==> config.mk <==
export PLATFORM = sky130hd
export DESIGN_NAME = id_stage
export DESIGN_NICKNAME = d
export VERILOG_FILES = /design/src/isa_pkg.sv /design/src/ctrl_pkg.sv /design/src/control_unit.sv /design/src/register_file.sv /design/src/id_stage.sv
export SDC_FILE = /design/constraint.sdc
export NUM_CORES = 2
export LEC_CHECK = 0
export BUFFER_PORTS_ARGS = -buffer_cell sky130_fd_sc_hd__buf_2
export CORE_MARGIN = 1
export CORE_UTILIZATION = 62
export DETAILED_ROUTE_END_ITERATION = 16
export GPL_ROUTABILITY_DRIVEN = 0
export PLACE_DENSITY = 0.8
export SLEW_MARGIN = 20
export SYNTH_ARGS = -nofsm -noshare
export SYNTH_HDL_FRONTEND = slang
export SYNTH_HIERARCHICAL = 1
export SYNTH_SLANG_ARGS = --single-unit
==> constraint.sdc <==
create_clock -name clk -period 2.35 [get_ports clk]
set_input_delay 0.47 -clock clk [delete_from_list [all_inputs] [get_ports clk]]
set_output_delay 0.47 -clock clk [all_outputs]
set_load 0.02 [all_outputs]
==> src/isa_pkg.sv <==
`default_nettype none

package isa_pkg;

	//////////////////////////////
	// Machine sizes

	localparam int data_w     = 32;
	localparam int reg_count  = 32;
	localparam int reg_addr_w = 5;

	//////////////////////////////
	// Instruction field layout

	localparam int opcode_w  = 6;
	localparam int funct_w   = 6;
	localparam int shamt_w   = 5;
	localparam int imm_w     = 16;
	localparam int target_w  = 26;

	// Low bit of each field inside the instruction word
	localparam int rs_lsb    = 21;
	localparam int rt_lsb    = 16;
	localparam int rd_lsb    = 11;
	localparam int shamt_lsb = 6;

	//////////////////////////////
	// Primary opcodes

	typedef enum logic [opcode_w-1:0] {
		op_rtype = 6'h00,
		op_j     = 6'h02,
		op_jal   = 6'h03,
		op_beq   = 6'h04,
		op_bne   = 6'h05,
		op_addi  = 6'h08,
		op_slti  = 6'h0a,
		op_andi  = 6'h0c,
		op_ori   = 6'h0d,
		op_lui   = 6'h0f,
		op_lw    = 6'h23,
		op_sw    = 6'h2b
	} opcode_e;

	// Function codes for R-type
	typedef enum logic [funct_w-1:0] {
		fn_sll = 6'h00,
		fn_srl = 6'h02,
		fn_jr  = 6'h08,
		fn_add = 6'h20,
		fn_sub = 6'h22,
		fn_and = 6'h24,
		fn_or  = 6'h25,
		fn_xor = 6'h26,
		fn_slt = 6'h2a
	} funct_e;

endpackage

`default_nettype wire

==> src/ctrl_pkg.sv <==
`default_nettype none

package ctrl_pkg;

	//////////////////////////////
	// ALU operation select

	// Consumed by the execute stage
	typedef enum logic [3:0] {
		alu_add = 4'd0,
		alu_sub = 4'd1,
		alu_and = 4'd2,
		alu_or  = 4'd3,
		alu_xor = 4'd4,
		alu_slt = 4'd5,
		alu_sll = 4'd6,
		alu_srl = 4'd7,
		alu_lui = 4'd8,
		alu_nop = 4'd9
	} alu_op_e;

	//////////////////////////////
	// Immediate extension

	// Logical immediates take zero fill, everything else sign fill
	typedef enum logic {
		ext_sign = 1'b0,
		ext_zero = 1'b1
	} ext_mode_e;

endpackage

`default_nettype wire

==> src/control_unit.sv <==
`timescale 1ns/1ps
`default_nettype none

module control_unit
	import isa_pkg::*, ctrl_pkg::*;
(
	input  opcode_e   opcode,
	input  funct_e    funct,
	output alu_op_e   alu_op,
	output ext_mode_e ext_mode,
	output logic      alu_src,
	output logic      reg_dst,
	output logic      branch,
	output logic      branch_ne,
	output logic      jump,
	output logic      jump_reg,
	output logic      link,
	output logic      mem_read,
	output logic      mem_write,
	output logic      mem_to_reg,
	output logic      reg_write,
	output logic      illegal
);

	always_comb
	begin
		// All controls idle unless an encoding below claims them
		alu_op     = alu_nop;
		ext_mode   = ext_sign;
		alu_src    = 1'b0;
		reg_dst    = 1'b0;
		branch     = 1'b0;
		branch_ne  = 1'b0;
		jump       = 1'b0;
		jump_reg   = 1'b0;
		link       = 1'b0;
		mem_read   = 1'b0;
		mem_write  = 1'b0;
		mem_to_reg = 1'b0;
		reg_write  = 1'b0;
		illegal    = 1'b0;

		case (opcode)
			//////////////////////////////
			// Register to register
			op_rtype:
			begin
				reg_dst   = 1'b1;
				reg_write = 1'b1;
				case (funct)
					fn_add: alu_op = alu_add;
					fn_sub: alu_op = alu_sub;
					fn_and: alu_op = alu_and;
					fn_or:  alu_op = alu_or;
					fn_xor: alu_op = alu_xor;
					fn_slt: alu_op = alu_slt;
					fn_sll: alu_op = alu_sll;
					fn_srl: alu_op = alu_srl;
					fn_jr:
					begin
						// Jump through rs, no result to write
						reg_dst   = 1'b0;
						reg_write = 1'b0;
						jump_reg  = 1'b1;
					end
					default:
					begin
						reg_dst   = 1'b0;
						reg_write = 1'b0;
						illegal   = 1'b1;
					end
				endcase
			end

			//////////////////////////////
			// Immediate arithmetic and logic
			op_addi, op_slti:
			begin
				alu_op    = (opcode == op_addi) ? alu_add : alu_slt;
				alu_src   = 1'b1;
				reg_write = 1'b1;
			end
			op_andi, op_ori:
			begin
				alu_op    = (opcode == op_andi) ? alu_and : alu_or;
				ext_mode  = ext_zero;
				alu_src   = 1'b1;
				reg_write = 1'b1;
			end
			op_lui:
			begin
				alu_op    = alu_lui;
				alu_src   = 1'b1;
				reg_write = 1'b1;
			end

			// Loads and stores, address is rs plus offset
			op_lw:
			begin
				alu_op     = alu_add;
				alu_src    = 1'b1;
				mem_read   = 1'b1;
				mem_to_reg = 1'b1;
				reg_write  = 1'b1;
			end
			op_sw:
			begin
				alu_op    = alu_add;
				alu_src   = 1'b1;
				mem_write = 1'b1;
			end

			//////////////////////////////
			// Control flow
			op_beq, op_bne:
			begin
				// Compare by subtraction in execute
				alu_op    = alu_sub;
				branch    = 1'b1;
				branch_ne = (opcode == op_bne);
			end
			op_j:
			begin
				jump = 1'b1;
			end
			op_jal:
			begin
				jump      = 1'b1;
				link      = 1'b1;
				reg_write = 1'b1;
			end

			default:
			begin
				illegal = 1'b1;
			end
		endcase
	end

endmodule

`default_nettype wire

==> src/register_file.sv <==
`timescale 1ns/1ps
`default_nettype none

module register_file
	import isa_pkg::*;
(
	input  logic                  clk,
	input  logic                  rst_n,
	input  logic [reg_addr_w-1:0] rs_addr,
	input  logic [reg_addr_w-1:0] rt_addr,
	input  logic [reg_addr_w-1:0] wr_addr,
	input  logic                  reg_write,
	input  logic [data_w-1:0]     wr_data,
	output logic [data_w-1:0]     rs_data,
	output logic [data_w-1:0]     rt_data
);

	logic [data_w-1:0] regs [reg_count];

	logic wr_en;
	logic rs_zero;
	logic rt_zero;
	logic rs_bypass;
	logic rt_bypass;

	// Register zero is hardwired, never stored
	assign wr_en = reg_write && (wr_addr != '0);

	//////////////////////////////
	// Write port

	always_ff @(posedge clk or negedge rst_n)
	begin
		if (!rst_n)
		begin
			for (int i = 0; i < reg_count; i++)
				regs[i] <= '0;
		end
		else if (wr_en)
		begin
			regs[wr_addr] <= wr_data;
		end
	end

	//////////////////////////////
	// Read ports

	assign rs_zero = (rs_addr == '0);
	assign rt_zero = (rt_addr == '0);

	// Same-cycle write-back wins over the stored word
	assign rs_bypass = wr_en && (wr_addr == rs_addr);
	assign rt_bypass = wr_en && (wr_addr == rt_addr);

	assign rs_data = rs_zero   ? '0 :
	                 rs_bypass ? wr_data :
	                             regs[rs_addr];

	assign rt_data = rt_zero   ? '0 :
	                 rt_bypass ? wr_data :
	                             regs[rt_addr];

endmodule

`default_nettype wire

==> src/id_stage.sv <==
`timescale 1ns/1ps
`default_nettype none

module id_stage
	import isa_pkg::*, ctrl_pkg::*;
(
	input  logic                  clk,
	input  logic                  rst_n,

	// From fetch
	input  logic                  in_valid,
	input  logic [data_w-1:0]     instr,
	input  logic [data_w-1:0]     pc_plus4,

	// From write-back
	input  logic                  reg_write,
	input  logic [reg_addr_w-1:0] wr_addr,
	input  logic [data_w-1:0]     wr_data,

	// ID/EX register
	output logic                  out_valid,
	output logic [data_w-1:0]     rs_data,
	output logic [data_w-1:0]     rt_data,
	output logic [data_w-1:0]     imm_ext,
	output logic [reg_addr_w-1:0] rt_addr,
	output logic [reg_addr_w-1:0] rd_addr,
	output logic [shamt_w-1:0]    shamt,
	output logic [data_w-1:0]     branch_target,
	output logic [data_w-1:0]     jump_target,
	output logic [data_w-1:0]     pc_plus4_out,
	output alu_op_e               alu_op,
	output logic                  alu_src,
	output logic                  reg_dst,
	output logic                  branch,
	output logic                  branch_ne,
	output logic                  jump,
	output logic                  jump_reg,
	output logic                  link,
	output logic                  mem_read,
	output logic                  mem_write,
	output logic                  mem_to_reg,
	output logic                  reg_write_out,
	output logic                  illegal
);

	//////////////////////////////
	// Instruction fields

	opcode_e               f_opcode;
	funct_e                f_funct;
	logic [reg_addr_w-1:0] f_rs;
	logic [reg_addr_w-1:0] f_rt;
	logic [reg_addr_w-1:0] f_rd;
	logic [shamt_w-1:0]    f_shamt;
	logic [imm_w-1:0]      f_imm16;
	logic [target_w-1:0]   f_target26;

	assign f_opcode   = opcode_e'(instr[data_w-1 -: opcode_w]);
	assign f_funct    = funct_e'(instr[funct_w-1:0]);
	assign f_rs       = instr[rs_lsb +: reg_addr_w];
	assign f_rt       = instr[rt_lsb +: reg_addr_w];
	assign f_rd       = instr[rd_lsb +: reg_addr_w];
	assign f_shamt    = instr[shamt_lsb +: shamt_w];
	assign f_imm16    = instr[imm_w-1:0];
	assign f_target26 = instr[target_w-1:0];

	// Decoded controls, before the pipeline register
	alu_op_e   dec_alu_op;
	ext_mode_e dec_ext_mode;
	logic      dec_alu_src;
	logic      dec_reg_dst;
	logic      dec_branch;
	logic      dec_branch_ne;
	logic      dec_jump;
	logic      dec_jump_reg;
	logic      dec_link;
	logic      dec_mem_read;
	logic      dec_mem_write;
	logic      dec_mem_to_reg;
	logic      dec_reg_write;
	logic      dec_illegal;

	control_unit i_control_unit (
		.opcode     (f_opcode),
		.funct      (f_funct),
		.alu_op     (dec_alu_op),
		.ext_mode   (dec_ext_mode),
		.alu_src    (dec_alu_src),
		.reg_dst    (dec_reg_dst),
		.branch     (dec_branch),
		.branch_ne  (dec_branch_ne),
		.jump       (dec_jump),
		.jump_reg   (dec_jump_reg),
		.link       (dec_link),
		.mem_read   (dec_mem_read),
		.mem_write  (dec_mem_write),
		.mem_to_reg (dec_mem_to_reg),
		.reg_write  (dec_reg_write),
		.illegal    (dec_illegal)
	);

	logic [data_w-1:0] rf_rs_data;
	logic [data_w-1:0] rf_rt_data;

	register_file i_register_file (
		.clk       (clk),
		.rst_n     (rst_n),
		.rs_addr   (f_rs),
		.rt_addr   (f_rt),
		.wr_addr   (wr_addr),
		.reg_write (reg_write),
		.wr_data   (wr_data),
		.rs_data   (rf_rs_data),
		.rt_data   (rf_rt_data)
	);

	//////////////////////////////
	// Immediate and targets

	logic [data_w-1:0] imm_sext;
	logic [data_w-1:0] imm_zext;

	assign imm_sext = {{(data_w - imm_w){f_imm16[imm_w-1]}}, f_imm16};
	assign imm_zext = {{(data_w - imm_w){1'b0}}, f_imm16};

	// Link register is the top index
	logic [reg_addr_w-1:0] rd_sel;

	assign rd_sel = dec_link ? reg_addr_w'(reg_count - 1) : f_rd;

	//////////////////////////////
	// ID/EX register, controls

	// A bubble carries no side effects into execute
	always_ff @(posedge clk or negedge rst_n)
	begin
		if (!rst_n)
		begin
			out_valid     <= 1'b0;
			alu_op        <= alu_nop;
			alu_src       <= 1'b0;
			reg_dst       <= 1'b0;
			branch        <= 1'b0;
			branch_ne     <= 1'b0;
			jump          <= 1'b0;
			jump_reg      <= 1'b0;
			link          <= 1'b0;
			mem_read      <= 1'b0;
			mem_write     <= 1'b0;
			mem_to_reg    <= 1'b0;
			reg_write_out <= 1'b0;
			illegal       <= 1'b0;
		end
		else
		begin
			out_valid     <= in_valid;
			alu_op        <= in_valid ? dec_alu_op : alu_nop;
			alu_src       <= in_valid & dec_alu_src;
			reg_dst       <= in_valid & dec_reg_dst;
			branch        <= in_valid & dec_branch;
			branch_ne     <= in_valid & dec_branch_ne;
			jump          <= in_valid & dec_jump;
			jump_reg      <= in_valid & dec_jump_reg;
			link          <= in_valid & dec_link;
			mem_read      <= in_valid & dec_mem_read;
			mem_write     <= in_valid & dec_mem_write;
			mem_to_reg    <= in_valid & dec_mem_to_reg;
			reg_write_out <= in_valid & dec_reg_write;
			illegal       <= in_valid & dec_illegal;
		end
	end

	// Payload side, loaded every edge
	always_ff @(posedge clk)
	begin
		rs_data       <= rf_rs_data;
		rt_data       <= rf_rt_data;
		imm_ext       <= (dec_ext_mode == ext_zero) ? imm_zext : imm_sext;
		rt_addr       <= f_rt;
		rd_addr       <= rd_sel;
		shamt         <= f_shamt;
		branch_target <= pc_plus4 + (imm_sext << 2);
		jump_target   <= {pc_plus4[data_w-1 -: 4], f_target26, 2'b00};
		pc_plus4_out  <= pc_plus4;
	end

endmodule

`default_nettype wire

After elaboration in Yosys (flattened, before gate mapping) --
Index checks and enable logic that the tools add are counted.
Word-level totals: output and inout bits 224, word-level logic and storage cells 145, bits in registers 1230
Operators by class: equality and inequality tests 21, bitwise operators 14, reductions and logical operators 19, $add $sub $neg 1, order comparisons 4, muxes and demuxes 31
Operators with widths (count):
- $bwmux W1024 | 1
- $bmux W32 S5 | 2
- $mux W32 | 7
- $demux W32 S5 | 1
- $eq A6 B6 Y1 const B | 8
- $eq A6 B4 Y1 const B | 6
- $add A32 B32 Y32 | 1
- $pmux W4 S8 | 1
- $pmux W4 S6 | 1
- $eq A6 B2 Y1 const B | 3
- $ge A6 B6 Y1 const B | 3
- $not A5 Y6 | 3
- $mux W1 | 14
- $reduce_or A7 Y1 | 2
- $eq A6 B3 Y1 const B | 2
- $logic_not A6 Y1 | 2
- $and A1 B1 Y1 | 11
- $reduce_or A11 Y1 | 1
- $eq A5 B5 Y1 | 2
- $logic_not A5 Y1 | 2
- $reduce_or A2 Y1 | 5
- $reduce_or A9 Y1 | 1
- $reduce_or A8 Y1 | 1
- $lt A6 B1 Y1 const B | 1
- other kinds (5) | 9

Depth between registers and ports, before layout --
depth in word-level cells 6, mapped depth 11

By module --
Netlist, hierarchy kept.
Modules (own cells, without submodules):
- register_file | seq. area each 25624.6 um^2, cells an instance 3759, times used 1, area an instance 54927.7 um^2
- id_stage | seq. area each 3590.9 um^2, cells an instance 479, times used 1, area an instance 5796.8 um^2
- control_unit | seq. area each 0.0 um^2, cells an instance 69, times used 1, area an instance 430.4 um^2

Least setup slack after synthesis --
No wires, ideal clock.
path kind input to register, from input port instr[18], to register rt_data[18], data arrival time 2.286 ns, required time 2.233 ns, cell stages on the path 7, setup slack -0.053 ns, buffers on the path 3, cell sequence buf_2 buf_2 clkbuf_1 mux4_2 mux2_2 a221o_1 a32o_1
On the way: longest elaborated chain between the ends 5, elaborated cells on any way between the ends 8, classes of those cells 1 x eq/ne; 4 x mux; 1 x bitwise; 2 x reduce/logical
Ends and longest elaborated chain:
- start: declaration | RTL line id_stage.sv:12 | input logic [data_w-1:0] instr,
- $not A5 Y6 (implied by the code) | RTL line register_file.sv:61 | regs[rt_addr];
- $bmux W32 S5 | RTL line register_file.sv:61
- $mux W32 (implied by the code) (2 in series) | RTL line register_file.sv:61
- $mux W32 | RTL line register_file.sv:60 | rt_bypass ? wr_data :
- end signal: assignment | RTL line id_stage.sv:177 | rt_data <= rf_rt_data;
- end: declaration | RTL line id_stage.sv:23 | output logic [data_w-1:0] rt_data,
Several ways; a longest one is shown, not always the timed one. The select of a mux whose other input is x is not followed. A chain may end at the register's enable or synchronous reset.

Worst setup path in the final report --
from input port instr[11], to register branch_target[18]
On the way: longest elaborated chain between the ends 1
Ends and longest elaborated chain:
- $add A32 B32 Y32 | RTL line id_stage.sv:182 | branch_target <= pc_plus4 + (imm_sext << 2);
- end signal: assignment | RTL line id_stage.sv:182
- end: declaration | RTL line id_stage.sv:28 | output logic [data_w-1:0] branch_target,
No other way between the ends.

==> reports/results.tsv <==
stage	metric	value	unit
grt	grt_overflow	0	
power_and_ir_drop	swShare	27.68	%
detailed_routing	drt-total-wl	202.2	mm
critical_path	crit_path_max_fanout	4	
sta	finalCritPeriodShare	100.9	%
placement	port-buffer-count	326	
yosys	synthSimpleGateAreaFrac	3.038	%
detailed_routing	drc	0	
power_and_ir_drop	p_clk_share	34.2	%
clocking	clockBufferDepth	3	
yosys	yosysTopAreaCell	dfrtp_1	
sta	setup_viol	1	
yosys	synth.area.top_cells	dfrtp_1 43%, mux2_2 20%, mux4_2 15%, dfxtp_1 5.2%, mux2i_1 3.4%	
yosys	synth_edf_count	0	
grt	grt_start_max_net_pins	109	
clocking	insertion_delay	0.74	ns
power_and_ir_drop	pwr-share-seq	44.7	%
clocking	cts_made_buffers	119	
yosys	synthFlopType	dfrtp_1	
sta	clock.fmax	421.7	MHz
run_status	violations	negative setup slack	
sta	clock-skew-final	0.04305	ns
detailed_routing	drt-pass1-iter-count	6	
placement	dp_hpwl	125.8	mm
floorplanning	row_count	114	
power_and_ir_drop	p_per_area	840.6	nW/um^2
yosys	ys_seq_area_share	47.77	%
yosys	synth_top_family_by_area	multiplexers	
floorplanning	die_w	316.1	um
clocking	clock_sinks	1199	
floorplanning	dieArea	99900	um^2
yosys	synthMuxAreaShare	38.34	%
critical_path	crit_type	in2reg	
flow_run	drv_cap	0	
yosys	postSynthAreaPerCell	14.20	um^2
critical_path	worst-path-buf-inv	3	
layout	finalNonFillerCells	6154	
floorplanning	die-height	316.1	um
power_and_ir_drop	leakagePower	32.30	nW
sta	fin_crit	2.371	ns
detailed_routing	drt_iter0_markers	5867	
critical_path	cpPeakStageDelay	0.55	ns
critical_path	cp_slowest_cell	dlygate4sd3_1	
power_and_ir_drop	switching_power	16.83	mW
yosys	synth_xor_xnor_area_share	0.5442	%
critical_path	crit_arrival	2.97	ns
layout	final_cell_mix	1089 x mux2_2, 1039 x dfrtp_1, 405 x mux4_2, 338 x buf_4, 318 x buf_2	
layout	final_nets	4905	
critical_path	crit_chain	dlygate4sd3_1, buf_2, ha_1, a21oi_1, o21bai_1, a21o_1, a311oi_4, buf_4, o21ai_0, xnor2_1	
sta	slew_headroom	47.52	%
critical_path	end_kind	register	
yosys	synth_seq_cells	1199	
yosys	synth_area	61150	um^2
min_path	hold_path_class	in2reg	
yosys	synth-warning-count	6	
clocking	root_buffer	clkbuf_16	
grt	grt_pass1_wl	295.7	mm
critical_path	critPathLaunchType	primary input	
yosys	async_reset_ff_share	86.82	%
critical_path	cp_top_family	compound AO/OA/AOI/OAI gates	
placement	dp_cells	5875	
clocking	clk_pin_slew	0.07	ns
yosys	synth_cell_types	87	
layout	layout-drive-gt1-share	52.96	%
layout	final_common_cell	mux2_2	
sta	drv_slew	0	
sta	hold_viol_final	0	
power_and_ir_drop	intPower	43.96	mW
layout	largest-register	i_register_file/regs	
floorplanning	initial_utilization	62.96	%
grt	antenna_found_initial	10	
grt	grt_pass1_vias	45210	
power_and_ir_drop	p_total	60.79	mW
sta	setup_ws	-0.02145	ns
grt	track_usage	40.54	%
layout	area_delta_synth_final	18.25	%
yosys	synth_cells	4307	
yosys	post-synth-top-area-fraction	42.51	%
floorplanning	coreArea	97140	um^2
critical_path	cp_data_required_time	2.95	ns
clocking	cts-htree-levels	3	
detailed_routing	vias	44040	
detailed_routing	ant_nets	0	
yosys	synth_compound_area_share	5.598	%
run_status	status	finished with violations	
power_and_ir_drop	peakVddDrop	761.1	uV
floorplanning	ios	329	
sta	worst_pin_slew	0.7847	ns
yosys	yosys.area_share.adder	0.6261	%
power_and_ir_drop	pwr-share-comb	21.1	%
layout	largest_reg_flops	1024	
detailed_routing	detail_route.wl_per_cell	32.85	um
detailed_routing	routed_via_density	7.156	
clocking	cts_tree	done	
-- final cells by class --
type / instances / area (um^2)
clock buffer: 178 / 3627
timing repair buffer: 844 / 7362
sequential: 1199 / 29220
fill: 5713 / 24820
antenna: 3 / 7.507
tap: 1276 / 1597
inverter: 20 / 76.32
clock inverter: 48 / 683.2
multi-input combinational: 2586 / 29750
-- power groups by stage --
stage | clock network (mW) | logic [mW] | registers (mW)
final | 20.8 | 12.8 | 27.2
after floorplan | 0 | 8.50 | 26.7
after detailed placement | 0 | 12.4 | 27.3
after global routing | 21.7 | 13.5 | 27.5
after CTS | 20.9 | 12.6 | 27.0
after global placement | 0 | 12.0 | 27.0
-- worst reg2reg max path: stages (launching register included) --
cell and delay [ns]:
dfrtp_1 0.39, mux2_2 0.17, o221ai_1 0.14, o32ai_1 0.73, nor3_1 0.11, buf_4 0.17, nor3_1 0.39
-- worst paths after layout --
check | startpoint | end | slack, ns | depth (start not counted)
min in group asynchronous | rst_n | i_register_file/regs[725]$_DFFE_PN0P_ | 0.20 | 2
worst max-delay path | instr[11] | branch_target[18]$_DFF_P_ | -0.02 | 10
worst min register to register | i_register_file/regs[1018]$_DFFE_PN0P_ | i_register_file/regs[1018]$_DFFE_PN0P_ | 0.39 | 0
worst max register to register | i_register_file/regs[607]$_DFFE_PN0P_ | rs_data[31]$_DFF_P_ | 0.08 | 6
max in group asynchronous | rst_n | i_register_file/regs[997]$_DFFE_PN0P_ | 1.14 | 4
worst min-delay path | instr[5] | jump_target[7]$_DFF_P_ | 0.04 | 2
-- synthesized netlist by cell type, types with 22 or more instances --
| library cell | instances |
|---|---|
| a21oi_1 | 69 |
| a221o_1 | 31 |
| a22oi_1 | 37 |
| a32o_1 | 32 |
| buf_1 | 58 |
| buf_2 | 96 |
| buf_4 | 80 |
| clkbuf_1 | 254 |
| dfrtp_1 | 1039 |
| dfxtp_1 | 158 |
| ha_1 | 29 |
| mux2_2 | 1089 |
| mux2i_1 | 206 |
| mux4_2 | 405 |
| nand2_1 | 95 |
| nand3_1 | 22 |
| nor2_1 | 83 |
| nor3_1 | 61 |
| o221ai_1 | 70 |
| o22ai_1 | 53 |
| xnor2_1 | 26 |
-- kinds of logic (layout without fill, tap and decap cells) --
family,count (synthesis),count (layout)
simple gates,373,373
buf+inv,523,1090
fa+ha+maj,30,30
xor+xnor,38,38
mux,1700,1700
compound gates,443,443
flops,1199,1199
other cells,1,5
-- metrics by stage --
step                      instance area [um^2]  util [%]  hold slack, ns  TNS [ns]  worst slack, ns
after detailed placement                 67420     69.41          0.3349    -9.031          -0.3906
after CTS                                72210     74.34         0.01462         0          0.01804
final                                    72320     74.45         0.03574  -0.02145         -0.02145
after global routing                     72310     74.45         0.04207  -0.07112         -0.02953
after floorplan                          61160         -          0.1744         0          0.04981
after global placement                   67420     69.41          0.3397    -7.858          -0.4079
-- metal layers --
metal | wire length [um] | GRT usage [%] | vias up
met5 | 33 | 0 | -
met2 | 91210 | 60.84 | 3253
li1 | - | - | 17370
met4 | 12210 | 22.04 | 6
met3 | 26830 | 13.43 | 813
met1 | 71880 | 52.45 | 22600
-- what timing repair did --
action	CTS	global route
buffers inserted	0	2
endpoints found under the setup margin	0	9
resized for setup	0	17
endpoints found under the hold margin	159	0
hold buffers	48	0
Note: power is estimated with default switching activity, not from simulation.
